==> config.mk <==
export PLATFORM = sky130hd
export DESIGN_NAME = epb_read_return
export DESIGN_NICKNAME = d
export VERILOG_FILES = /design/src/include/epb_opb_settings.svh /design/src/logic/epb_opb_pkg.sv /design/src/logic/epb_read_return.sv
export SDC_FILE = /design/constraint.sdc
export NUM_CORES = 1
export LEC_CHECK = 0
export BUFFER_PORTS_ARGS = -buffer_cell sky130_fd_sc_hd__buf_2
export CORE_UTILIZATION = 30
export DETAILED_ROUTE_END_ITERATION = 10
export HOLD_SLACK_MARGIN = 0.03
export MAX_ROUTING_LAYER = met4
export PLACE_DENSITY = 0.85
export REMOVE_ABC_BUFFERS = 1
export SETUP_SLACK_MARGIN = 0.5
export SLEW_MARGIN = 20
export SYNTH_ARGS = -nofsm -noshare
export SYNTH_HDL_FRONTEND = slang
export SYNTH_SLANG_ARGS = --single-unit
==> constraint.sdc <==
create_clock -name OPB_Clk -period 0.8 [get_ports OPB_Clk]
set_input_delay 0.04 -clock OPB_Clk [delete_from_list [all_inputs] [get_ports OPB_Clk]]
set_output_delay 0.04 -clock OPB_Clk [all_outputs]
set_load 0.02 [all_outputs]
==> src/include/epb_opb_settings.svh <==
`ifndef EPB_OPB_SETTINGS_SVH
`define EPB_OPB_SETTINGS_SVH

// bridge gives up after this many cycles in the wait state
`define EPB_OPB_TIMEOUT_CYCLES 512

// wait states inserted by the register slave before it answers
`define SLAVE_WAIT_CYCLES 3

// slave memory size in 32-bit words
`define SLAVE_DEPTH_WORDS 256

// region codes from OPB address bits 26 to 24 (addr_gp[2:0])
// region 0 is backed by memory
`define REGION_MEM 3'd0
// region 1 answers with an error acknowledge
`define REGION_ERR 3'd1

`endif

==> src/logic/epb_opb_pkg.sv <==
package epb_opb_pkg;

  // bridge FSM states
  typedef enum logic {
    ST_IDLE = 1'b0,
    ST_WAIT = 1'b1
  } bridge_state_e;

  // EPB pins as seen after the input registers
  typedef struct packed {
    logic        cs_n;
    logic        oe_n;
    logic        r_w_n;
    logic [1:0]  be_n;
    logic [22:0] addr;
    logic [5:0]  addr_gp;
    logic [15:0] data;
  } epb_req_t;

  // OPB master outputs
  // be and dbus are big-endian so be[0] covers dbus[0:7]
  // abus is numbered from the lsb so the region sits in bits 26:24
  typedef struct packed {
    logic        select;
    logic        rnw;
    logic [0:3]  be;
    logic [31:0] abus;
    logic [0:31] dbus;
  } opb_master_t;

  // slave reply with single-cycle acks
  typedef struct packed {
    logic        xfer_ack;
    logic        err_ack;
    logic [0:31] dbus;
  } opb_reply_t;

endpackage

==> src/logic/epb_read_return.sv <==
`timescale 1ns/1ns

module epb_read_return import epb_opb_pkg::*; (
  input  logic        OPB_Clk,
  input  logic        rst_n,
  input  epb_req_t    req,
  input  logic        done,
  input  opb_reply_t  reply,
  output logic        epb_rdy,
  output logic [15:0] epb_data_o,
  output logic        epb_data_oe_n
);

  logic [15:0] halfword;

  assign halfword = req.addr[0] ? reply.dbus[16:31] : reply.dbus[0:15];

  // ready holds until the host releases chip select
  always_ff @(posedge OPB_Clk or negedge rst_n) begin
    if (!rst_n) begin
      epb_rdy <= 1'b0;
    end else if (req.cs_n) begin
      epb_rdy <= 1'b0;
    end else if (done) begin
      epb_rdy <= 1'b1;
    end
  end

  // a timeout keeps the last value
  always_ff @(posedge OPB_Clk) begin
    if (reply.xfer_ack || reply.err_ack) begin
      epb_data_o <= halfword;
    end
  end

  // drive the data pins only for a selected read with oe_n low
  assign epb_data_oe_n = ~req.r_w_n | req.cs_n | req.oe_n;

endmodule

* Word-level counts from Yosys, hierarchy flattened
Cells that the tools add are included.
** Storage, ports and cells
- Logic and storage cells :: 10
- ROM bits :: 0
- Output and inout port bits :: 18
- Bits of input ports :: 87
- Memories kept :: 0
- Bits in writable memories :: 0
- Flip-flop bits (word level) :: 17
- Bits in latches :: 0
** Operators by class
- Multiply operators :: 0
- Bitwise operators :: 3
- Shift operators :: 0
- Muxes and demuxes :: 3
- Add/subtract/negate cells :: 0
- Divide/modulo/power cells :: 0
- Equality and inequality tests :: 0
- Reduce and logical (&&, ||, !) cells :: 2
- Order comparisons :: 0
** Operator list (number)
- two-way mux 16 bit :: 1
- two-way mux 1 bit :: 2
- OR 1 bit :: 2
- nonzero test 2 bit :: 1
- logical OR 1 bit :: 1
- inverter 1 bit :: 1

* Depth between registers and ports, before layout
- Depth in word-level cells :: 3
- Gate-level depth with buffers :: 3
- Mapped depth without buffers :: 1

* Worst setup path before layout
No wires, ideal clock.
- Path kind :: input-to-reg
- Start :: input req[22] (netlist bit)
- End :: register epb_data_o[10] (data pin)
- Arrival :: 0.576 ns
- Required time :: 0.540 ns
- Cell stages on the path :: 3
- Setup time :: 0.260 ns
- Buffers on the path :: 2
- Slack :: -0.036 ns
- Path through :: buf_6 > buf_12 > mux2_4
** On the way
- Word-level cells in the longest chain between the ends :: 1
** Ends and longest elaborated chain
- from (decl) :: RTL line epb_read_return.sv:6 : input epb_req_t req,
- two-way mux 16 bit :: RTL line epb_read_return.sv:16 : assign halfword = req.addr[0] ? reply.dbus[16:31] : reply.dbus[0:15];
- net halfword[10] :: RTL line epb_read_return.sv:14 : logic [15:0] halfword;
- to (signal assigned) :: RTL line epb_read_return.sv:32 : epb_data_o <= halfword;
- to (decl) :: RTL line epb_read_return.sv:10 : output logic [15:0] epb_data_o,
The timed path passes the listed nets, and every way through them passes these cells.
A chain may end at the register's enable or synchronous reset.

* Final worst setup path
- Start :: register epb_data_o[4]
- End :: output epb_data_o[4]
No word-level cell between the ends.

==> impl_results.md <==
- Post-DP Area: ~0.0011 mm²
- Syn. warnings: 0
- All-Layer GR Usage: 12.14%
- Path type of the worst min-delay path: in2reg
- Largest net degree at the start of global routing: 11
- Clock tree buffer depth: 2
- Critical path data arrival time: 840 ps
- #FFs+latches synth: 17
- Share of cells above drive strength 1: 82.86%
- Post-DRT Antenna Nets: 0
- Leading area contributor after synthesis: edfxtp_1
- Final WL: 1695 µm
- Most frequent cells in the layout: buf_2 (39), buf_6 (20), mux2_4 (16), edfxtp_1 (16), clkbuf_4 (3)
- DR vias: 586
- Port Buffer Count: 58
- CP bufs+invs: 1
- Diodes inserted: 0
- Min Clock Period, post-route: 880.0 ps
- DRC viols: 0
- Startpoint types: flip-flop
- Slew headroom: between 90% and 100%
- Overflow after GRT: 0
- Peak Freq: around 1.1 GHz
- Tcrit/Tclk final: 110.0%
- Synth unique cells: 9
- Status: finished, violations left
- Crit Path Class: reg2out
- RR Startpoint: epb_rdy$_DFFE_PN0P_
- P&R area growth vs syn: 72.39%
- WHS Path Cells: 2
- RR Endpoint: epb_rdy$_DFFE_PN0P_
- Fill cells: between 200 and 250
- CTS tree: built
- CP delay by family, top: flip-flops
- CTS Hold Bufs: 1
- Clk slew on worst S/H paths: about 100 ps
- RSZ-0062 raised after global routing: yes
- IO Pins: between 100 and 150
- Syn avg cell area: 20.51 µm²
- Total CTS buffers: 3
- Worst setup margin: -79.97 ps
- Critical Path Max Stage Delay: just over 400 ps
- Top-area cell type share of the netlist area: 61.64%
- Vias in the first global route: 585
- Max cap viols: 0
- Final setup viols: 18
- Worst hold slack: -7.704 ps
- CP max stage cell: edfxtp_1
- Worst-path cell chain: buf_6
- Post-DP HPWL: 1223 µm
- Chip height: between 50 and 60 µm
- Initial antenna violation count: 0
- Pre-Repair DR Iteration Count: 3
- Placement Rows: 18
- Max FO, Critical Path: 1
- Worst-skew pair later-pin latency: 280 ps
- Fin. max-slew vios: 0
- CP required: 760 ps
- Failing checks: negative hold slack, negative setup slack
- Commonest non-fill, non-tap cell in the layout: buf_2
- Design Power: ~2.2 mW
- Clock sink count: 17
- Leak: 0.6477 nW
- Min-delay src: done
- Root Driver: clkbuf_4
- Worst setup EP type: primary output
- Top post-synthesis cells by area: edfxtp_1 (62%), mux2_4 (19%), mux2_2 (8.7%)
- Initial DRC count: 2
- Die Span X: between 50 and 60 µm
- Post-route cell area: 0.001344 mm²
- Max H-tree Level: 1
- Initial Util: 31.75%
- Die ar.: between 0.002 and 0.003 mm²
- Placement Setup Slack: -134.6 ps
- Final hold vios: 1
- Vias per cell: 4.341
- Pwr/cell area: 1642 mW/mm²
- Worst-Margin Slew: 126.1 ps
- Peak VDD IR: 1.008 mV
- Worst r2r path cells: 2
- Synth Instances: 38
- Post-route setup TNS: -1118 ps
- Clock Skews: 0 ps
- FF-to-FF setup slack: 0 ps
- NumNets Final: 193
- Mapped Area: 779.5 µm²
- Final RePlAce weighted congestion: just over 0.6
- Hold EP: epb_rdy$_DFFE_PN0P_
- Core Region: 0.002455 mm²
- Seq/Total Area, Yosys: 64.85%
- Drt wl/cell: around 13 µm
- First-pass GRT wire length: around 2300 µm
metal layers:
| metal | share of wire, % | GRT usage (%) |
|---|---|---|
| met3 | 8.8 | 2.586 |
| met4 | 0 | 3.947 |
| met2 | 56 | 23.84 |
| met1 | 35 | 11.52 |
| met5 | 0 | - |
synth_stat cells, drive strengths merged:
| library cell | instances |
|---|---|
| o21ba | 1 |
| buf | 2 |
| dfrtp | 1 |
| edfxtp | 16 |
| mux2 | 16 |
| or3b | 1 |
| or2 | 1 |
worst reg2reg max path: stages, from the launching register on:
cell     delay (ps)
dfrtp_1         410
buf_6           120
o21ba_4         170
metrics by stage:
stage / cells / utilization, % / hold slack, ps
finish: 135 / 54.74 / -7.704
detailed placement: 127 / 45.26 / -182.3
global route: 135 / 54.74 / -11.55
CTS: 134 / 51.12 / -25.16
floorplan: 36 / - / -255.6
global placement: 127 / 45.26 / -185.2
registers in the layout, indices dropped and copies added, names as in the netlist:
| signal | cells |
|---|---|
| epb_data_o | 16 |
| epb_rdy | 1 |
power by group:
| group | total (mW) | internal [mW] | switching (mW) |
|---|---|---|---|
| registers | 1.12 | 1.08 | 0.0399 |
| logic | 0.624 | 0.375 | 0.249 |
| clock network | 0.459 | 0.186 | 0.273 |
| total | 2.21 | 1.64 | 0.563 |
what timing repair did:
action                                 4_1_cts  5_1_grt
pin swaps                                    3        2
endpoints found under the hold margin        3        2
setup buffers                                1        1
setup endpoints to repair                   51       51
gates resized for setup                     24       25
gates cloned                                 1        0
cells by family (layout without fill, tap and decap cells):
| family | after synthesis | in the layout | synth area share (%) |
|---|---|---|---|
| compound gates | 1 | 1 | 1.284 |
| buf+inv | 2 | 68 | 4.013 |
| flops | 17 | 17 | 64.85 |
| mux | 16 | 16 | 27.93 |
| simple gates | 2 | 3 | 1.927 |
worst max path at each step:
stage,start,end,slack [ps],cells past startpoint
after detailed placement,req[22],epb_data_o[3]$_DFFE_PP_,-130,3
after global routing,epb_data_o[1]$_DFFE_PP_,epb_data_o[1],-130,1
after floorplan,epb_rdy$_DFFE_PN0P_,epb_rdy$_DFFE_PN0P_,40,1
final,epb_data_o[4]$_DFFE_PP_,epb_data_o[4],-80,1
after CTS,epb_data_o[3]$_DFFE_PP_,epb_data_o[3],-100,1
after global placement,req[22],epb_data_o[7]$_DFFE_PP_,-100,3
final cells by class:
type	instances	area (µm²)	area share, %
Sequential cell	17	505.5	37.62
Timing Repair Buffer	64	488.0	36.31
Tap cell	30	37.54	2.793
Multi-Input combinational cell	20	285.3	21.23
Clock inverter	1	5.005	0.3724
Clock buffer	3	22.52	1.676
Note: power is estimated with default switching activity, not from simulation.
