`config.mk`:
```
export PLATFORM = sky130hd
export DESIGN_NAME = opb_lane_steer
export DESIGN_NICKNAME = d
export VERILOG_FILES = /design/src/include/epb_opb_settings.svh /design/src/logic/epb_opb_pkg.sv /design/src/logic/opb_lane_steer.sv
export SDC_FILE = /design/constraint.sdc
export NUM_CORES = 1
export LEC_CHECK = 0
export BUFFER_PORTS_ARGS = -buffer_cell sky130_fd_sc_hd__buf_4
export CAP_MARGIN = 20
export CELL_PAD_IN_SITES_DETAIL_PLACEMENT = 0
export CELL_PAD_IN_SITES_GLOBAL_PLACEMENT = 1
export CORE_MARGIN = 3
export CORE_UTILIZATION = 12
export DETAILED_ROUTE_END_ITERATION = 10
export PLACE_DENSITY = 0.82
export SLEW_MARGIN = 20
export SYNTH_ARGS = -nofsm -noshare
export SYNTH_HDL_FRONTEND = slang
export SYNTH_SLANG_ARGS = --single-unit
```
`constraint.sdc`:
```
create_clock -name vclk -period 0.8
set_input_delay 0.16 -clock vclk [all_inputs]
set_output_delay 0.16 -clock vclk [all_outputs]
set_load 0.03 [all_outputs]
```
`src/include/epb_opb_settings.svh`:
```
`ifndef EPB_OPB_SETTINGS_SVH
`define EPB_OPB_SETTINGS_SVH

// bridge gives up after this many cycles in the wait state
`define EPB_OPB_TIMEOUT_CYCLES 512

// wait states inserted by the register slave before it answers
`define SLAVE_WAIT_CYCLES 3

// slave memory size in 32-bit words
`define SLAVE_DEPTH_WORDS 256

// region codes from OPB address bits 26 to 24 (addr_gp[2:0])
// region 0 is backed by memory
`define REGION_MEM 3'd0
// region 1 answers with an error acknowledge
`define REGION_ERR 3'd1

`endif

```
`src/logic/epb_opb_pkg.sv`:
```
package epb_opb_pkg;

  // bridge FSM states
  typedef enum logic {
    ST_IDLE = 1'b0,
    ST_WAIT = 1'b1
  } bridge_state_e;

  // EPB pins as seen after the input registers
  typedef struct packed {
    logic        cs_n;
    logic        oe_n;
    logic        r_w_n;
    logic [1:0]  be_n;
    logic [22:0] addr;
    logic [5:0]  addr_gp;
    logic [15:0] data;
  } epb_req_t;

  // OPB master outputs
  // be and dbus are big-endian so be[0] covers dbus[0:7]
  // abus is numbered from the lsb so the region sits in bits 26:24
  typedef struct packed {
    logic        select;
    logic        rnw;
    logic [0:3]  be;
    logic [31:0] abus;
    logic [0:31] dbus;
  } opb_master_t;

  // slave reply with single-cycle acks
  typedef struct packed {
    logic        xfer_ack;
    logic        err_ack;
    logic [0:31] dbus;
  } opb_reply_t;

endpackage

```
`src/logic/opb_lane_steer.sv`:
```
`timescale 1ns/1ns

module opb_lane_steer import epb_opb_pkg::*; (
  input  epb_req_t    req,
  input  logic        select,
  output opb_master_t master
);

  logic low_lane;

  // odd halfword address lands on bytes 2 and 3
  assign low_lane = req.addr[0];

  always_comb begin
    master = '0;
    if (select) begin
      master.select = 1'b1;
      master.rnw    = req.r_w_n;
      // epb addresses halfwords, drop bit 0 and make a byte address
      master.abus   = {5'b0, req.addr_gp[2:0], req.addr[22:1], 2'b00};
      if (req.r_w_n) begin
        // reads fetch the whole halfword of the lane
        if (low_lane) begin
          master.be = 4'b0011;
        end else begin
          master.be = 4'b1100;
        end
        master.dbus = '0;
      end else begin
        // be_n[1] guards the upper byte of the halfword
        if (low_lane) begin
          master.be   = {2'b00, ~req.be_n[1], ~req.be_n[0]};
          master.dbus = {16'h0000, req.data};
        end else begin
          master.be   = {~req.be_n[1], ~req.be_n[0], 2'b00};
          master.dbus = {req.data, 16'h0000};
        end
      end
    end
  end

endmodule

```
-- After elaboration in Yosys (flattened, before gate mapping)
Index checks and enable logic that the tools add are counted.
- register bits: 0
- bits in read-only memories: 0
- RAM bits: 0
- latch bits: 0
- memories: 0
- eq/ne operators: 0
- multiply operators: 0
- reductions and logical operators: 0
- $add $sub $neg: 0
- magnitude comparators: 0
- divide/modulo/power cells: 0
- shifts and indexed selects: 0
- bitwise logic cells: 2
- multiplexer cells: 6
- operators with widths (kind ; count):
    70-bit two-way mux ; 1
    32-bit two-way mux ; 2
    4-bit two-way mux ; 3
    1-bit NOT ; 2

-- Logic depth before layout (Yosys ltp)
Gate-level depths: netlist (run 1).
- depth after elaboration: 4
- gate-level depth with buffers: 5
- gate-level depth less buffers: 2

-- Worst setup path before layout (run 1)
No wires, ideal clock.
- path kind: in2out
- from: input port select
- to: output port master[10] (netlist bit)
- slack: -303 ps
- required time: 640 ps
- stages on the path: 4
- path buffers: 2
- data arrival time: 943 ps
- cells stage by stage: buf_6 nand2_2 buf_6 nor2_1
- RTL lines (what ; RTL line ; RTL):
    start, declared ; opb_lane_steer.sv:5 ; input logic select,
    end, declared ; opb_lane_steer.sv:6 ; output opb_master_t master

==> summary.txt, run 1 <==
largest net degree at the start of global routing = 11
DR vias/cell = 3.734
failing checks = negative setup slack
worst setup path start = req[22]
placed cells = 271
Max Cap Viol = 0
Post-Synth Adder-Cell Area = 0%
Simple-Gate Fraction of Synth Area = 78.06%
CP arrival = 850 ps
Pleak = 0.001144 µW
die height = 76.30 µm
Pins Over Slew Limit = 0
Seq pwr share = 0%
worst slack at placement = -278.8 ps
Die X = 76.30 µm
aggregate global-route resource usage = 11.07%
Gate Count Post-Synth = 98
Reg area = 0 µm²
GPL Wtd Cong = 0.7274
GRT overflow = 0
Crit Path Category = in2out
main combinational cell family by area after synthesis = simple AND/OR/NAND/NOR gates
Post-Syn Area = 593.1 µm²
RSZ-0062 raised after global routing = true
first-pass GRT wire length = 5457 µm
area growth from synthesis to layout = 310.8%
vias in the first global route = 1148
Pint = 755.4 µW
share of layout cells above drive strength 1 = 96.77%
FFs & Latches = 0
Initial Util = 12.99%
syn avg cell area = 6.052 µm²
min Tclk post-route = 1010 ps
num rows = 24
Initial DRC Count = 11
final instance count without filler cells = 282
peak supply drop = 0.0002683 V
Routed Antenna Nets = 0
Final period util = 126.2%
clock power share = 0%
Port Buffer Count = 109
Final Hold Vio Count = 0
CP Capture Type = primary output
Design Power = 1440 µW
dpl hpwl = 2405 µm
Ys Warns = 0
Final #Nets = 270
post-DR wirelength/cell = 12.10 µm
drc violations = 0
Setup TNS Final = -8121 ps
Critical Path Fanout Max = 5
crit path capture = master[18]
compound-gate portion of the synthesized area = 0%
post-synthesis xor/xnor area fraction = 0%
Hold WS = 640.0 ps
# fillers = 408
initial antenna violation count = 0
final WL = 3411 µm
CLK BUF = 0
critical path data required time = 640 ps
n_diodes = 0
Die ar. = 5822 µm²
CP startpoint kind = primary input
Power Density = 591.2 nW/µm²
net switching power = 684.7 µW
core area = 4564 µm²
final setup fails = 63
post-synthesis mux area share = 0%
Setup WS post-layout = -209.8 ps
unique cell type count in the Yosys netlist = 14
Hold/Removal Path Class = in2out
Max Fclk = 0.9903 GHz
combinational share of power = 100.0%
status = complete, but fails checks
I/O Pins = 121
Sw Share = 47.54%
vias = 1053
Initial DRT Pass Iterations = 4
Seq/Total Area, Yosys = 0%
synthesized netlist by cell type (all sizes together):
| cell type | number | share of area [%] |
|---|---|---|
| nand2 | 1 | 1.1 |
| nor2b | 2 | 2.1 |
| conb | 1 | 0.63 |
| nor2 | 36 | 27 |
| and2 | 26 | 29 |
| nand2b | 17 | 19 |
| buf | 12 | 19 |
| clkbuf | 3 | 2.1 |
layer usage:
| metal | GRT usage, % | part of all wire, % | vias up |
|---|---|---|---|
| met3 | 1.773 | 8.5 | 0 |
| met4 | 0 | 0 | 0 |
| li1 | - | - | 513 |
| met5 | 0 | 0 | - |
| met2 | 23.73 | 59 | 70 |
| met1 | 11.62 | 32 | 470 |
critical path, cell delays in order:
cell and delay, ps:
buf_8 100, nand2b_4 170, buf_4 170, nor2_2 110
buf_6 130
worst min path at each step:
stage | from | end | slack [ps] | depth (start not counted)
3_3_place_gp | req[26] | master[37] | 660 | 3
4_1_cts | req[36] | master[47] | 640 | 3
3_5_place_dp | req[33] | master[44] | 660 | 3
2_1_floorplan | select | master[69] | 450 | 1
5_1_grt | req[25] | master[36] | 650 | 3
6_report | req[23] | master[34] | 640 | 3
cell type report:
type	instances	area, µm²	area share [%]
repair buffers	128	1424	58.45
multi-input cells	89	930.9	38.21
well taps	65	81.33	3.338
kinds of logic (layout without fill, tap and decap cells):
kind of cell	Yosys count	count (layout)
simple gates	82	82
buf+inv	15	128
other cells	1	7
power by group through the flow:
stage | registers (µW) | logic (µW) | clock network [µW]
floorplan | 0 | 675 | 0
global placement | 0 | 1040 | 0
detailed placement | 0 | 1050 | 0
CTS | 0 | 1420 | 0
global route | 0 | 1510 | 0
finish | 0 | 1440 | 0
layout by cell type (no fill, tap or decap), drive strengths merged:
master and n:
and2 26, nand2 1, conb 7, nor2 36, nor2b 2, nand2b 17, buf 128
per-stage QoR:
stage | cell area (µm²) | utilization, %
final | 2436 | 53.37
after global placement | 1742 | 38.16
after detailed placement | 1742 | 38.16
after global routing | 2436 | 53.37
after CTS | 2390 | 52.36
after floorplan | 900.9 | -
timing repair:
item / CTS / global route
resized for setup: 129 / 8
hold buffers: 0 / 0
pin swaps: 9 / 3
setup endpoints to repair: 62 / 63
cloned: 5 / 0
buffers inserted: 4 / 3
Power figures use the tool's default switching activity.
==> inputs of run 2 (changes only) <==
- CORE_ASPECT_RATIO: unset -> 1.4
==> summary.txt, run 2 (synthesis gave the netlist of run 1 again) <==
status = complete, but fails checks
failing checks = negative setup slack
first-pass GRT wire length = 5533 µm (+1.4%)
DR vias/cell = 3.823 (+2.4%)
Crit Path Category = in2out
area growth from synthesis to layout = 293.7%
worst slack at placement = -268.1 ps (+10.70 ps)
drc violations = 0 (unchanged)
post-DR wirelength/cell = 13.04 µm (+7.8%)
aggregate global-route resource usage = 11.79% (+0.73 points)
Port Buffer Count = 109 (unchanged)
CLK BUF = 0 (unchanged)
Power Density = 591.4 nW/µm² (about the same)
Max Fclk = 1.015 GHz (+2.5%)
Routed Antenna Nets = 0 (unchanged)
FFs & Latches = 0 (unchanged)
commonest non-fill, non-tap cell in the layout = buf_6
Reg area = 0 µm² (unchanged)
GRT overflow = 0 (unchanged)
CP Capture Type = primary output
CP cell instances = buf_8 -> nand2b_4 -> buf_12 -> nor2_4 -> buf_6
I/O Pins = 121 (unchanged)
CP peak stage delay = 170 ps (about the same)
Hold/Removal Path Class = in2out
multi-input logic area = 880.8 µm² (-5.4%)
final WL = 3611 µm (+5.9%)
Pleak = 0.001077 µW (-5.9%)
Setup TNS Final = -6889 ps (+1232 ps)
Final period util = 123.2% (-3.0 points)
final setup fails = 63 (unchanged)
Crit path max-delay family = buffers and inverters
vias = 1059 (+0.57%)
vias in the first global route = 1158 (+0.87%)
Initial Util = 12.77% (-0.22 points)
largest net degree at the start of global routing = 11 (unchanged)
critical path data required time = 640 ps (about the same)
Design Power = 1381 µW (-4.1%)
CP startpoint kind = primary input
initial antenna violation count = 0 (unchanged)
n_diodes = 0 (unchanged)
peak supply drop = 0.0002431 V (-9.4%)
Initial DRC Count = 6 (-5)
share of layout cells above drive strength 1 = 94.88% (-1.9 points)
GPL Wtd Cong = 0.6408 (-12%)
CP Buf/Inv Count = 3 (unchanged)
hold-fix buffers at CTS = 0 (unchanged)
Final Hold Vio Count = 0 (unchanged)
CP arrival = 830 ps (-20 ps)
Finished Cell Area = 2335 µm² (-4.2%)
Setup WS post-layout = -185.4 ps (+24.37 ps)
CP max stage cell = nand2b_4
num rows = 29 (+21%)
# fillers = 432 (+5.9%)
Cell Area, Placed = 1755 µm² (+0.79%)
min Tclk post-route = 985.4 ps (-24.37 ps)
Final #Nets = 268 (-0.74%)
RSZ-0062 raised after global routing = true
Initial DRT Pass Iterations = 2 (-2)
Die X = 65.42 µm (-14%)
core area = 4644 µm² (+1.8%)
Die ar. = 5834 µm² (+0.21%)
commonest cells after routing, fill and taps aside = buf_6 (64), buf_4 (47), nor2_4 (36)
dpl hpwl = 2408 µm (+0.12%)
Pins Over Slew Limit = 0 (unchanged)
Max Cap Viol = 0 (unchanged)
Critical Path Fanout Max = 10 (+5)
die height = 89.18 µm (+17%)
run 2: worst paths after layout:
check | from | to | slack [ps] | cells after the start
worst max-delay path | req[22] | master[30] | -190 | 5
worst min-delay path | req[31] | master[42] | 640 | 3
run 2: metal layers:
layer  track usage (%)  share of wire (%)
met2             27.10                 63
met4                 0                  0
met5                 0                  0
met3             2.516                 10
met1             10.55                 27
run 2: final cells by class:
cell class	count	share of cell area (%)
multi-input combinational	89	37.73
timing repair buffer	126	58.95
tap	62	3.323
run 2: what timing repair did:
action,in CTS,in global routing
gates resized for setup,122,8
gates cloned,6,0
pin swaps,8,6
setup buffers,5,2
endpoints found under the setup margin,62,63
run 2: report_power, final:
part	switching, µW	internal (µW)	leakage, µW	total, µW
clock	0	0	0	0
sequential	0	0	0	0
combinational	668	712	0.00108	1380
total	668	712	0.00108	1380
run 2: metrics by stage:
stage          utilization (%)  instances  hold WS, ps
6_report                 50.27        277        640.2
5_1_grt                  50.27        277        649.8
4_1_cts                  50.97        278        641.6
3_5_place_dp             37.80        267        660.7
3_3_place_gp             37.80        267        659.2
2_1_floorplan                -        104        451.7
