**src/include/epb_opb_settings.svh**
```systemverilog
`ifndef EPB_OPB_SETTINGS_SVH
`define EPB_OPB_SETTINGS_SVH

// bridge gives up after this many cycles in the wait state
`define EPB_OPB_TIMEOUT_CYCLES 512

// wait states inserted by the register slave before it answers
`define SLAVE_WAIT_CYCLES 3

// slave memory size in 32-bit words
`define SLAVE_DEPTH_WORDS 256

// region codes from OPB address bits 26 to 24 (addr_gp[2:0])
// region 0 is backed by memory
`define REGION_MEM 3'd0
// region 1 answers with an error acknowledge
`define REGION_ERR 3'd1

`endif

```
**src/logic/epb_opb_pkg.sv**
```systemverilog
package epb_opb_pkg;

  // bridge FSM states
  typedef enum logic {
    ST_IDLE = 1'b0,
    ST_WAIT = 1'b1
  } bridge_state_e;

  // EPB pins as seen after the input registers
  typedef struct packed {
    logic        cs_n;
    logic        oe_n;
    logic        r_w_n;
    logic [1:0]  be_n;
    logic [22:0] addr;
    logic [5:0]  addr_gp;
    logic [15:0] data;
  } epb_req_t;

  // OPB master outputs
  // be and dbus are big-endian so be[0] covers dbus[0:7]
  // abus is numbered from the lsb so the region sits in bits 26:24
  typedef struct packed {
    logic        select;
    logic        rnw;
    logic [0:3]  be;
    logic [31:0] abus;
    logic [0:31] dbus;
  } opb_master_t;

  // slave reply with single-cycle acks
  typedef struct packed {
    logic        xfer_ack;
    logic        err_ack;
    logic [0:31] dbus;
  } opb_reply_t;

endpackage

```
**src/logic/epb_opb_ctrl.sv**
```systemverilog
`timescale 1ns/1ns
`include "epb_opb_settings.svh"

module epb_opb_ctrl import epb_opb_pkg::*; (
  input  logic       OPB_Clk,
  input  logic       rst_n,
  input  logic       trans_strb,
  input  opb_reply_t reply,
  output logic       select,
  output logic       done
);

  localparam int CNT_W = $clog2(`EPB_OPB_TIMEOUT_CYCLES + 1);
  localparam logic [CNT_W-1:0] CNT_LAST = CNT_W'(`EPB_OPB_TIMEOUT_CYCLES);

  bridge_state_e    state;
  logic             select_q;
  logic [CNT_W-1:0] count;
  logic             got_reply;
  logic             timed_out;

  assign got_reply = reply.xfer_ack | reply.err_ack;

  // count holds the number of cycles since the strobe
  assign timed_out = (count == CNT_LAST);

  // finish on a reply or on the last timeout cycle
  assign done = (state == ST_WAIT) && (got_reply || timed_out);

  // cut-through so the slave sees select in the strobe cycle
  assign select = select_q | ((state == ST_IDLE) & trans_strb);

  always_ff @(posedge OPB_Clk or negedge rst_n) begin
    if (!rst_n) begin
      state    <= ST_IDLE;
      select_q <= 1'b0;
      count    <= '0;
    end else begin
      case (state)
        ST_IDLE: begin
          if (trans_strb) begin
            state    <= ST_WAIT;
            select_q <= 1'b1;
            count    <= CNT_W'(1);
          end
        end
        ST_WAIT: begin
          if (done) begin
            state    <= ST_IDLE;
            select_q <= 1'b0;
          end else begin
            count <= count + CNT_W'(1);
          end
        end
        default: begin
          state    <= ST_IDLE;
          select_q <= 1'b0;
        end
      endcase
    end
  end

endmodule

```
**config.mk**
```make
export PLATFORM = sky130hd
export DESIGN_NAME = epb_opb_ctrl
export DESIGN_NICKNAME = d
export VERILOG_FILES = /design/src/logic/epb_opb_pkg.sv /design/src/logic/epb_opb_ctrl.sv
export VERILOG_INCLUDE_DIRS = /design/src /design/src/include
export SDC_FILE = /design/constraint.sdc
export NUM_CORES = 1
export LEC_CHECK = 0
export ABC_AREA = 1
export BUFFER_PORTS_ARGS = -buffer_cell sky130_fd_sc_hd__buf_2
export CAP_MARGIN = 30
export CORE_MARGIN = 4
export CORE_UTILIZATION = 39
export DETAILED_ROUTE_END_ITERATION = 16
export GPL_TIMING_DRIVEN = 0
export PLACE_DENSITY = 0.72
export SLEW_MARGIN = 5
export SYNTH_ARGS = -nofsm -noshare
export SYNTH_HDL_FRONTEND = slang
export SYNTH_SLANG_ARGS = --single-unit
```
**constraint.sdc**
```tcl
create_clock -name OPB_Clk -period 2.86 [get_ports OPB_Clk]
set_clock_uncertainty 0.2 [all_clocks]
set_input_delay 0.143 -clock OPB_Clk [delete_from_list [all_inputs] [get_ports OPB_Clk]]
set_output_delay 0.143 -clock OPB_Clk [all_outputs]
set_load 0.05 [all_outputs]
```
Word-level counts from Yosys, hierarchy flattened
Index checks and enable logic that the tools add are counted.

Input port bits: 37. Logic and storage cells: 25. Output and inout bits: 2. Bits in registers: 12.

Mux-type cells: 9. Bitwise gates (word level): 4. $add $sub $neg: 1. Reductions and logical operators: 4. Equality and inequality tests: 4.

Operator list (count): 10-bit two-way mux (2); 10-bit case mux with 2 select lines (1); 10-bit by 1-bit adder with 10-bit output, second input constant (1); 10-bit == test, second input constant (1); 2-bit inequality test, second input constant (3); 1-bit two-way mux (4); 1-bit case mux with 2 select lines (2); 2-bit AND reduction (2); 1-bit OR (2); 1-bit bitwise AND (1); 1-bit logical AND (1); 1-bit logical OR (1); 1-bit inverter (1).

Depth between registers and ports, before layout
Gate-level depths: netlist of run 1.

Depth after elaboration: 5. Mapped depth: 9. Gate-level depth less buffers: 9.

Worst setup path before layout of run 1
Ideal clock, no wire load.

Path type: register to register. Start point: register count[0]. End point: register select_q. Data arrival time: 1.479 ns. Clock period less this slack: 1.823 ns. Setup time: 0.144 ns. Slack: 1.037 ns. Path buffers: 0. Cell stages (with the launch flop): 10. Required time: 2.516 ns. Path through: dfrtp_1 inv_1 ha_1 nand2_1 nor2_1 inv_1 nor2_1 nor2_2 nor2_2 nor2_1.

Word-level cells in the longest chain between the ends: 5.

Ends and longest elaborated chain: from (decl) (line epb_opb_ctrl.sv:18) `logic [CNT_W-1:0] count;`; from (signal assigned) (line epb_opb_ctrl.sv:52) `count <= count + CNT_W'(1);`; 10-bit == test (line epb_opb_ctrl.sv:25) `assign timed_out = (count == CNT_LAST);`; 1-bit logical OR (line epb_opb_ctrl.sv:28) `assign done = (state == ST_WAIT) && (got_reply || timed_out);`; 1-bit logical AND (line epb_opb_ctrl.sv:28); net done (line epb_opb_ctrl.sv:10) `output logic done`; 2-bit inequality test (no line); 2-bit AND reduction (no line); to (signal assigned) (line epb_opb_ctrl.sv:36) `select_q <= 1'b0;`; to (signal assigned) (line epb_opb_ctrl.sv:43) `select_q <= 1'b1;`; to (signal assigned) (line epb_opb_ctrl.sv:50) `select_q <= 1'b0;`; to (decl) (line epb_opb_ctrl.sv:17) `logic select_q;`.

The timed path passes the listed nets, and every way through them passes these cells. A chain may end at the register's enable or synchronous reset.

Worst setup path in the final report of run 1
Start point: register count[0]. End point: output done.

Word-level cells in the longest chain between the ends: 3.

Ends and longest elaborated chain (line): 10-bit == test (epb_opb_ctrl.sv:25); 1-bit logical OR (epb_opb_ctrl.sv:28); 1-bit logical AND (epb_opb_ctrl.sv:28); to (decl) (epb_opb_ctrl.sv:10).

No other way between the ends.

==> impl_metrics.json, run 1 <==
{
  "synth_area_leaders": "dfrtp_1 (39%), nand2_1 (14%), nand3_1 (13%), nor2_1 (9.8%), inv_1 (7.3%)",
  "worstSetupPathDepth": 9,
  "max_stage_delay_ns": 0.41,
  "fin_hold_ws_ns": 0.0291,
  "place_ws_ns": 1.04,
  "post_cts_resized": 0,
  "syn_area_um2": 767,
  "fp.dieW_um": 52.3,
  "grt_max_degree": 13,
  "routabilityCongestion": 0.856,
  "status": "finished, final reports clean",
  "area_growth_pct": 12.2,
  "grt_setup_unrepaired": "false",
  "most-common-layout-cells": "nand2_1 (29), nor2_1 (20), nand3_1 (20), inv_1 (15), dfrtp_1 (12)",
  "fin_util": 0.478,
  "hold_class": "input pin to flip-flop",
  "io_pins": 39,
  "grt.total_usage": 0.139,
  "grt_pass1_vias": 618,
  "power.density_nw_per_um2": 464,
  "cts_htree_levels": 1,
  "cts_made_buffers": 3,
  "cpMaxStageDelayCell": "dfrtp_1",
  "cts_setup_buffers": 0,
  "grt.overflow.total": 0,
  "setup_violations": 0,
  "power_leakage_uw": 0.000476,
  "clock-sinks": 12,
  "synth_top_cell_by_area": "dfrtp_1",
  "syn-num-nets": 150,
  "clk_latency_ns": 0.28,
  "setup-tns-final_ns": 0,
  "root_buffer": "clkbuf_4",
  "ys_types": 14,
  "final-hold-violation-count": 0,
  "relSlewSlack": 0.763,
  "cp_max_fo": 7,
  "ctsLongestPathBuffers": 2,
  "fmax_mhz": 471,
  "worstReg2RegEnd": "count[0]",
  "slew_viol_final": 0,
  "fin_crit_sh": 0.742,
  "nNetsFinal": 162,
  "antennaDiodeCount": 0,
  "synth_cells": 111,
  "worstSetupPathType": "flip-flop to primary output",
  "grt_pass1_wl_um": 2730,
  "crit_start": "count[0]",
  "start_util": 0.426,
  "die_h_um": 52.3,
  "vias": 731,
  "critical_path.top_delay_family": "simple AND/OR/NAND/NOR gates",
  "crit_end": "done",
  "cts_tree": "built",
  "synth_seq_area_share": 0.392,
  "clkSlewWorstSetupHoldPaths_ns": 0.07,
  "max-cap-violations": 0,
  "design_area_um2": 861,
  "fin_ws_ns": 0.738,
  "route.detailed.drc": 0,
  "synth_top_area_frac": 0.392,
  "antenna_found_initial": 0,
  "fillers": 182,
  "worst_pin_slew_ns": 0.355,
  "dp_hpwl_um": 1150,
  "cp_cell_sequence": "inv_1 > ha_1 > nand2_1 > nor2_1 > inv_1 > nor2_1 > nor2_2 > nor2_2 > buf_2",
  "crit_required_ns": 2.52,
  "hold_depth": 3,
  "syn_area_per_cell_um2": 6.91,
  "r2r-start": "count[0]",
  "worstPathArrival_ns": 1.78,
  "synth_seq_cells": 12,
  "drt-total-wl_um": 1650,
  "worstSetupStartpointType": "flip-flop",
  "layout-drive-gt1-share": 0.124,
  "yosys_warnings": 0,
  "r2r_cells": 9,
  "numPortBuffers": 6,
  "rrSetupSlack_ns": 1.21,
  "wl_per_cell_um": 11.3,
  "critPathCaptureType": "primary output",
  "period_minus_slack_ns": 2.12,
  "ir_drop_mv": 0.239,
  "ant_nets": 0,
  "fp.coreArea_um2": 1800,
  "drt-initial-drc-count": 18,
  "routed_via_density": 5.01,
  "rows": 15,
  "dieArea_um2": 2740,
  "final_common_cell": "nand2_1",
  "dpl-instance-area_um2": 828,
  "cts-hold-fix-buffers": 1,
  "cp.buffers_inverters": 3,
  "first_pass_iters": 4
}
==> flip-flops by register name, summed over array words and instances, names as in the netlist <==
register and cells:
count 10, select_q 1, state 1
==> cells in the mapped netlist <==
cell type,instances
buf_6,2
dfrtp_1,12
nand2_1,29
inv_1,15
a21oi_1,1
nor2_1,20
nand3_1,20
ha_1,2
nor2_2,2
nand3_2,1
xor2_1,3
nor3_1,1
buf_4,1
nand4_1,2
==> per-layer routing <==
layer	GRT usage	up-vias	part of all wire
met5	0	-	0
met1	0.185	334	0.45
met4	0.0383	0	0.014
met3	0.0598	7	0.085
met2	0.202	23	0.45
li1	-	367	-
==> cell families (layout without fill, tap and decap cells) <==
kind of cell | Yosys count | count (layout) | share of synthesized area
and+or+nand+nor | 75 | 75 | 0.422
adders and majority gates | 2 | 2 | 0.0326
buffers and inverters | 18 | 28 | 0.113
AOI/OAI and AO/OA | 1 | 1 | 0.00652
DFF | 12 | 12 | 0.392
xor gates and xnor gates | 3 | 3 | 0.0343
==> metrics by stage <==
step | instances | total power (µW)
finish | 146 | 400
global route | 146 | 427
CTS | 146 | 407
detailed placement | 142 | 298
global placement | 142 | 295
floorplan | 111 | 272
==> cell type report <==
| cell class | count | area, µm² | area share |
|---|---|---|---|
| multi-input cells | 81 | 380 | 0.442 |
| flip-flops and latches | 12 | 300 | 0.349 |
| inverters | 15 | 56.3 | 0.0654 |
| repair buffers | 7 | 40.0 | 0.0465 |
| well taps | 25 | 31.3 | 0.0363 |
| plain buffers | 3 | 30.0 | 0.0349 |
| clock buffers | 3 | 22.5 | 0.0262 |
==> worst reg2reg max path: stages, from the launching register on <==
cell and delay (ns):
dfrtp_1 0.41, inv_1 0.09, ha_1 0.14, nand2_1 0.04
nor2_1 0.16, nand4_1 0.12, nand3_2 0.10, nand2_1 0.14
nand2_1 0.10, nand2_1 0.05
==> how the worst min path moves through the flow <==
stage                          start        to  slack, ns
final                     trans_strb     state       0.03
after global routing      trans_strb     state       0.04
after CTS                 trans_strb     state       0.02
after detailed placement       rst_n  count[4]      -0.16
after global placement         rst_n  select_q      -0.16
after floorplan                rst_n  count[0]      -0.35
==> power breakdown <==
group / internal [µW] / switching [µW]
logic: 32.3 / 62.3
registers: 186 / 15.0
clock network: 48.9 / 55.8
No activity file was read; power rests on OpenSTA's default activity.
==> inputs of run 2 (changes only) <==
Settings changed: ABC_AREA 1 to 0, PLACE_DENSITY 0.72 to 0.74.
Clock period 2.86 ns to 2 ns, I/O delays scaled along.
==> impl_metrics.json, run 2 <==
{
  "routed_via_density": 5.47,
  "routabilityCongestion": 0.850,
  "cts_made_buffers": 3,
  "slew_viol_final": 0,
  "drt-total-wl_um": 1580,
  "fp.dieW_um": 50.4,
  "fp.coreArea_um2": 1710,
  "p_clk_frac": 0.254,
  "die_h_um": 50.4,
  "syn_area_um2": 701,
  "top_regs": "count: 10 flops, select_q: 1 flops, state: 1 flops",
  "nNetsFinal": 129,
  "p_total_uw": 600,
  "grt.total_usage": 0.139,
  "power.density_nw_per_um2": 689,
  "synth_edf_count": 0,
  "r2r_cells": 5,
  "grt_max_degree": 13,
  "critPathCaptureType": "primary output",
  "vias": 618,
  "worstPathArrival_ns": 1.63,
  "crit_required_ns": 1.70,
  "fin_util": 0.510,
  "synth_top_area_frac": 0.429,
  "root_buffer": "clkbuf_4",
  "ys_top_cells_by_count": "dfrtp_1 (12), nand3_1 (8), nand2_1 (7)",
  "rrSetupSlack_ns": 0.16,
  "rows": 15,
  "violations": "negative hold slack",
  "io_pins": 39,
  "synth_ff_type": "dfrtp_1",
  "worstSetupStartpointType": "flip-flop",
  "p_seq_frac": 0.500,
  "power_leakage_uw": 0.000400,
  "dieArea_um2": 2540,
  "regArea_um2": 304,
  "worstSetupPathType": "flip-flop to primary output",
  "ant_nets": 0,
  "grt.overflow.total": 0,
  "grt_pass1_wl_um": 2640,
  "r2r-start": "state",
  "worst_pin_slew_ns": 0.333,
  "fin_hold_ws_ns": -0.00218,
  "top_register": "count",
  "clkSlewWorstSetupHoldPaths_ns": 0.07,
  "synth_cells": 72,
  "antennaDiodeCount": 0,
  "area_growth_pct": 24.3,
  "cp_max_fo": 6,
  "crit_start": "count[7]",
  "switching_share": 0.331,
  "synth_top_cell_by_area": "dfrtp_1",
  "power.switching_uw": 199,
  "hold_depth": 4,
  "yosys_warnings": 0,
  "grt_pass1_vias": 587,
  "route.detailed.drc": 0,
  "internal_power_uw": 401,
  "antenna_found_initial": 0,
  "numPortBuffers": 6,
  "max-cap-violations": 0,
  "setup_violations": 0,
  "first_pass_iters": 4,
  "ys_types": 30,
  "combPwrFrac": 0.246,
  "drt-initial-drc-count": 11,
  "layout-drive-gt1-share": 0.261,
  "synth_seq_cells": 12,
  "clock-sinks": 12,
  "fin_crit_sh": 0.965,
  "synth_area_leaders": "dfrtp_1 (43%), nand3_1 (5.7%), mux2i_1 (4.3%), nand2_1 (3.8%), and4_1 (3.8%)",
  "cts_tree": "built",
  "ctsLongestPathBuffers": 2,
  "synth_most_common_cell": "dfrtp_1",
  "relSlewSlack": 0.778,
  "wl_per_cell_um": 14.0,
  "dp_hpwl_um": 1100,
  "period_minus_slack_ns": 1.93,
  "cts_htree_levels": 1,
  "fmax_mhz": 518,
  "multi_input_area_um2": 399,
  "start_util": 0.410,
  "hold_class": "input pin to flip-flop",
  "status": "complete, but fails checks",
  "synth_seq_area_share": 0.429,
  "worstReg2RegEnd": "count[8]",
  "async_reset_ff_frac": 1.00,
  "ir_drop_mv": 0.464,
  "crit_end": "done",
  "clk_latency_ns": 0.28,
  "syn-num-nets": 111,
  "fillers": 155,
  "syn_area_per_cell_um2": 9.73,
  "final_common_cell": "dfrtp_1",
  "final-hold-violation-count": 1,
  "largest_register_ffs": 10,
  "most-common-layout-cells": "dfrtp_1 (9), nand3_1 (8), nand2_1 (7), buf_2 (5)"
}
-- run 2: worst max-delay path, stage by stage (launching register included) --
cell and delay [ns]:
dfrtp_2 0.46, nor4_4 0.31, and4_1 0.25, o31a_1 0.17, buf_6 0.17
-- run 2: timing repair --
action,in CTS,in global routing
hold buffers,4,0
endpoints found under the hold margin,16,0
gates resized for setup,2,5
cloned,0,0
pin swaps,0,1
buffers inserted,0,3
setup endpoints to repair,1,2
-- run 2: cell type report --
type                            count  share of cell area
Clock buffer                        3              0.0259
Sequential cell                    12               0.349
Inverter                            4              0.0172
Multi-Input combinational cell     56               0.458
Tap cell                           25              0.0359
Timing Repair Buffer               13               0.114
-- run 2: cell families after synthesis --
logic type | count (synthesis) | share of synthesized area
DFF | 12 | 0.429
and+or+nand+nor | 38 | 0.334
adders and majority gates | 2 | 0.0357
AOI/OAI and AO/OA | 12 | 0.125
xor gates and xnor gates | 1 | 0.0125
buffers and inverters | 4 | 0.0214
muxes | 3 | 0.0429
-- run 2: metrics by stage --
stage / setup WS (ns) / hold slack, ns / instance area [µm²] / setup TNS, ns / instances
detailed placement: 0.193 / -0.209 / 762 / 0 / 103
floorplan: 0.152 / -0.396 / 701 / 0 / 72
global placement: 0.221 / -0.212 / 762 / 0 / 103
global route: -0.00358 / 0.0243 / 871 / -0.00358 / 113
finish: 0.0692 / -0.00218 / 871 / 0 / 113
CTS: 0.0183 / 0.0189 / 836 / 0 / 110
-- run 2: how the worst min path moves through the flow --
stage	from	end	slack [ns]
3_5_place_dp	rst_n	count[4]	-0.21
6_report	reply[32]	count[2]	-0.002
3_3_place_gp	rst_n	count[4]	-0.21
4_1_cts	reply[32]	count[2]	0.02
5_1_grt	reply[32]	count[2]	0.02
2_1_floorplan	rst_n	count[0]	-0.40
-- run 2: routing by layer --
metal	global-route usage	part of all wire	vias up
li1	-	-	300
met1	0.169	0.46	303
met2	0.228	0.49	10
met3	0.0356	0.032	5
met4	0.0673	0.020	0
met5	0	0	-
-- run 2: power groups by stage --
stage / sequential, µW / combinational, µW / clock [µW]
2_1_floorplan: 290 / 88.3 / 0
3_3_place_gp: 298 / 114 / 0
3_5_place_dp: 300 / 119 / 0
4_1_cts: 298 / 132 / 153
5_1_grt: 304 / 161 / 167
6_report: 300 / 147 / 153
==> inputs of run 3 (changes only) <==
Settings changed: CELL_PAD_IN_SITES_DETAIL_PLACEMENT from default to 0, CELL_PAD_IN_SITES_GLOBAL_PLACEMENT from default to 2, CORE_UTILIZATION 39 to 23, PLACE_DENSITY 0.74 to 0.77.
==> impl_metrics.json, run 3 (synthesized netlist as in run 2, its figures left out) <==
{
  "status": "finished, final reports clean",
  "hold_class": "input pin to asynchronous set/reset pin",
  "clock-sinks": 12,
  "worstPathArrival_ns": 1.67,
  "worstSetupPathType": "flip-flop to primary output",
  "relSlewSlack": 0.786,
  "drt-total-wl_um": 1550,
  "fmax_mhz": 507,
  "routed_via_density": 5.15,
  "ctsLongestPathBuffers": 2,
  "fin_ws_ns": 0.0266,
  "dieArea_um2": 3990,
  "clkSlewWorstSetupHoldPaths_ns": 0.08,
  "io_pins": 39,
  "cp_max_fo": 6,
  "design_area_um2": 875,
  "top_register": "count",
  "grt_setup_unrepaired": "true",
  "wl_per_cell_um": 13.0,
  "power.density_nw_per_um2": 664,
  "dp_hpwl_um": 1140,
  "clk_latency_ns": 0.28,
  "largest_register_ffs": 10,
  "first_pass_iters": 3,
  "nNetsFinal": 129,
  "routabilityCongestion": 0.798,
  "final-hold-violation-count": 0,
  "layout-drive-gt1-share": 0.227,
  "fp.dieW_um": 63.2,
  "top_regs": "count: 10 flops, select_q: 1 flops, state: 1 flops",
  "fin_hold_ws_ns": 0.0222,
  "worstSetupStartpointType": "flip-flop",
  "die_h_um": 63.2,
  "grt.overflow.total": 0,
  "grt_max_degree": 13,
  "ant_nets": 0,
  "grt_pass1_wl_um": 2700,
  "route.detailed.drc": 0,
  "place_ws_ns": 0.180,
  "start_util": 0.248,
  "cts_made_buffers": 3,
  "fp.coreArea_um2": 2830,
  "worst_pin_slew_ns": 0.320,
  "ir_drop_mv": 0.210,
  "critPathCaptureType": "primary output",
  "grt_pass1_vias": 600,
  "period_minus_slack_ns": 1.97,
  "fillers": 301,
  "root_buffer": "clkbuf_4",
  "slew_viol_final": 0,
  "most-common-layout-cells": "dfrtp_1 (11), nand3_1 (8), nand2_1 (7), dlygate4sd3_1 (5), buf_2 (5)",
  "crit_required_ns": 1.70,
  "p_total_uw": 580,
  "dpl-instance-area_um2": 769,
  "fin_crit_sh": 0.987,
  "drt-initial-drc-count": 25,
  "antennaDiodeCount": 0,
  "final_common_cell": "dfrtp_1",
  "rows": 19,
  "cts_htree_levels": 1,
  "setup_violations": 0,
  "vias": 613,
  "antenna_found_initial": 0,
  "cts_tree": "built",
  "numPortBuffers": 6,
  "max-cap-violations": 0,
  "grt.total_usage": 0.0864,
  "power_leakage_uw": 0.000401,
  "area_growth_pct": 24.8
}
[run 3: cell types whose count changed in the layout (fill, tap and decap cells not counted), sizes merged]
cell | previous run | this run
dlygate4sd3 | 4 | 5
buf | 9 | 8
[run 3: path summary, 6_finish.rpt]
path | from | endpoint | slack [ns] | depth (start not counted)
setup / recovery | count[3] | done | 0.03 | 4
hold / removal | rst_n | count[4] | 0.02 | 2
setup reg to reg | state | count[4] | 0.18 | 4
hold reg to reg | count[3] | count[3] | 0.35 | 1
max in group asynchronous | rst_n | count[3] | 1.34 | 2
min in group OPB_Clk | count[3] | count[3] | 0.35 | 1
[run 3: final cells by class]
type                            count  area (µm²)  share of cell area
Timing Repair Buffer               13        97.6               0.112
Multi-Input combinational cell     56         399               0.456
Inverter                            4        15.0              0.0172
Sequential cell                    12         302               0.345
Clock buffer                        3        22.5              0.0258
Tap cell                           31        38.8              0.0443
[run 3: routing by layer]
metal	vias to the layer above	GRT usage	wire [µm]
met2	7	0.144	750
met5	-	0	0
met3	4	0.0337	54
met4	0	0.0350	26
met1	300	0.0990	717
li1	302	-	-
[run 3: report_power, final]
| part | total (µW) | switching, µW | leakage (µW) | internal [µW] |
|---|---|---|---|---|
| sequential | 298 | 34.3 | 0.000157 | 264 |
| combinational | 133 | 73.9 | 0.000231 | 58.9 |
| clock | 150 | 79.9 | 0.0000138 | 69.7 |
[run 3: timing repair]
| action | 4_1_cts | 5_1_grt |
|---|---|---|
| resized for setup | 3 | 1 |
| gates cloned | 0 | 0 |
| setup endpoints to repair | 1 | 2 |
| endpoints found under the hold margin | 17 | 0 |
| hold buffers | 5 | 0 |
| buffers inserted | 0 | 2 |
[run 3: metrics by stage]
step           TNS, ns  cells  utilization
5_1_grt        -0.0479    119        0.309
6_report             0    119        0.309
3_5_place_dp         0    109        0.272
2_1_floorplan        0     72            -
3_3_place_gp         0    109        0.272
4_1_cts              0    117        0.302
[run 3: critical path: stages, from the launching register on]
cell and delay (ns):
dfrtp_2 0.46, nor4_4 0.32, and4_1 0.27, o31a_1 0.15
buf_4 0.20
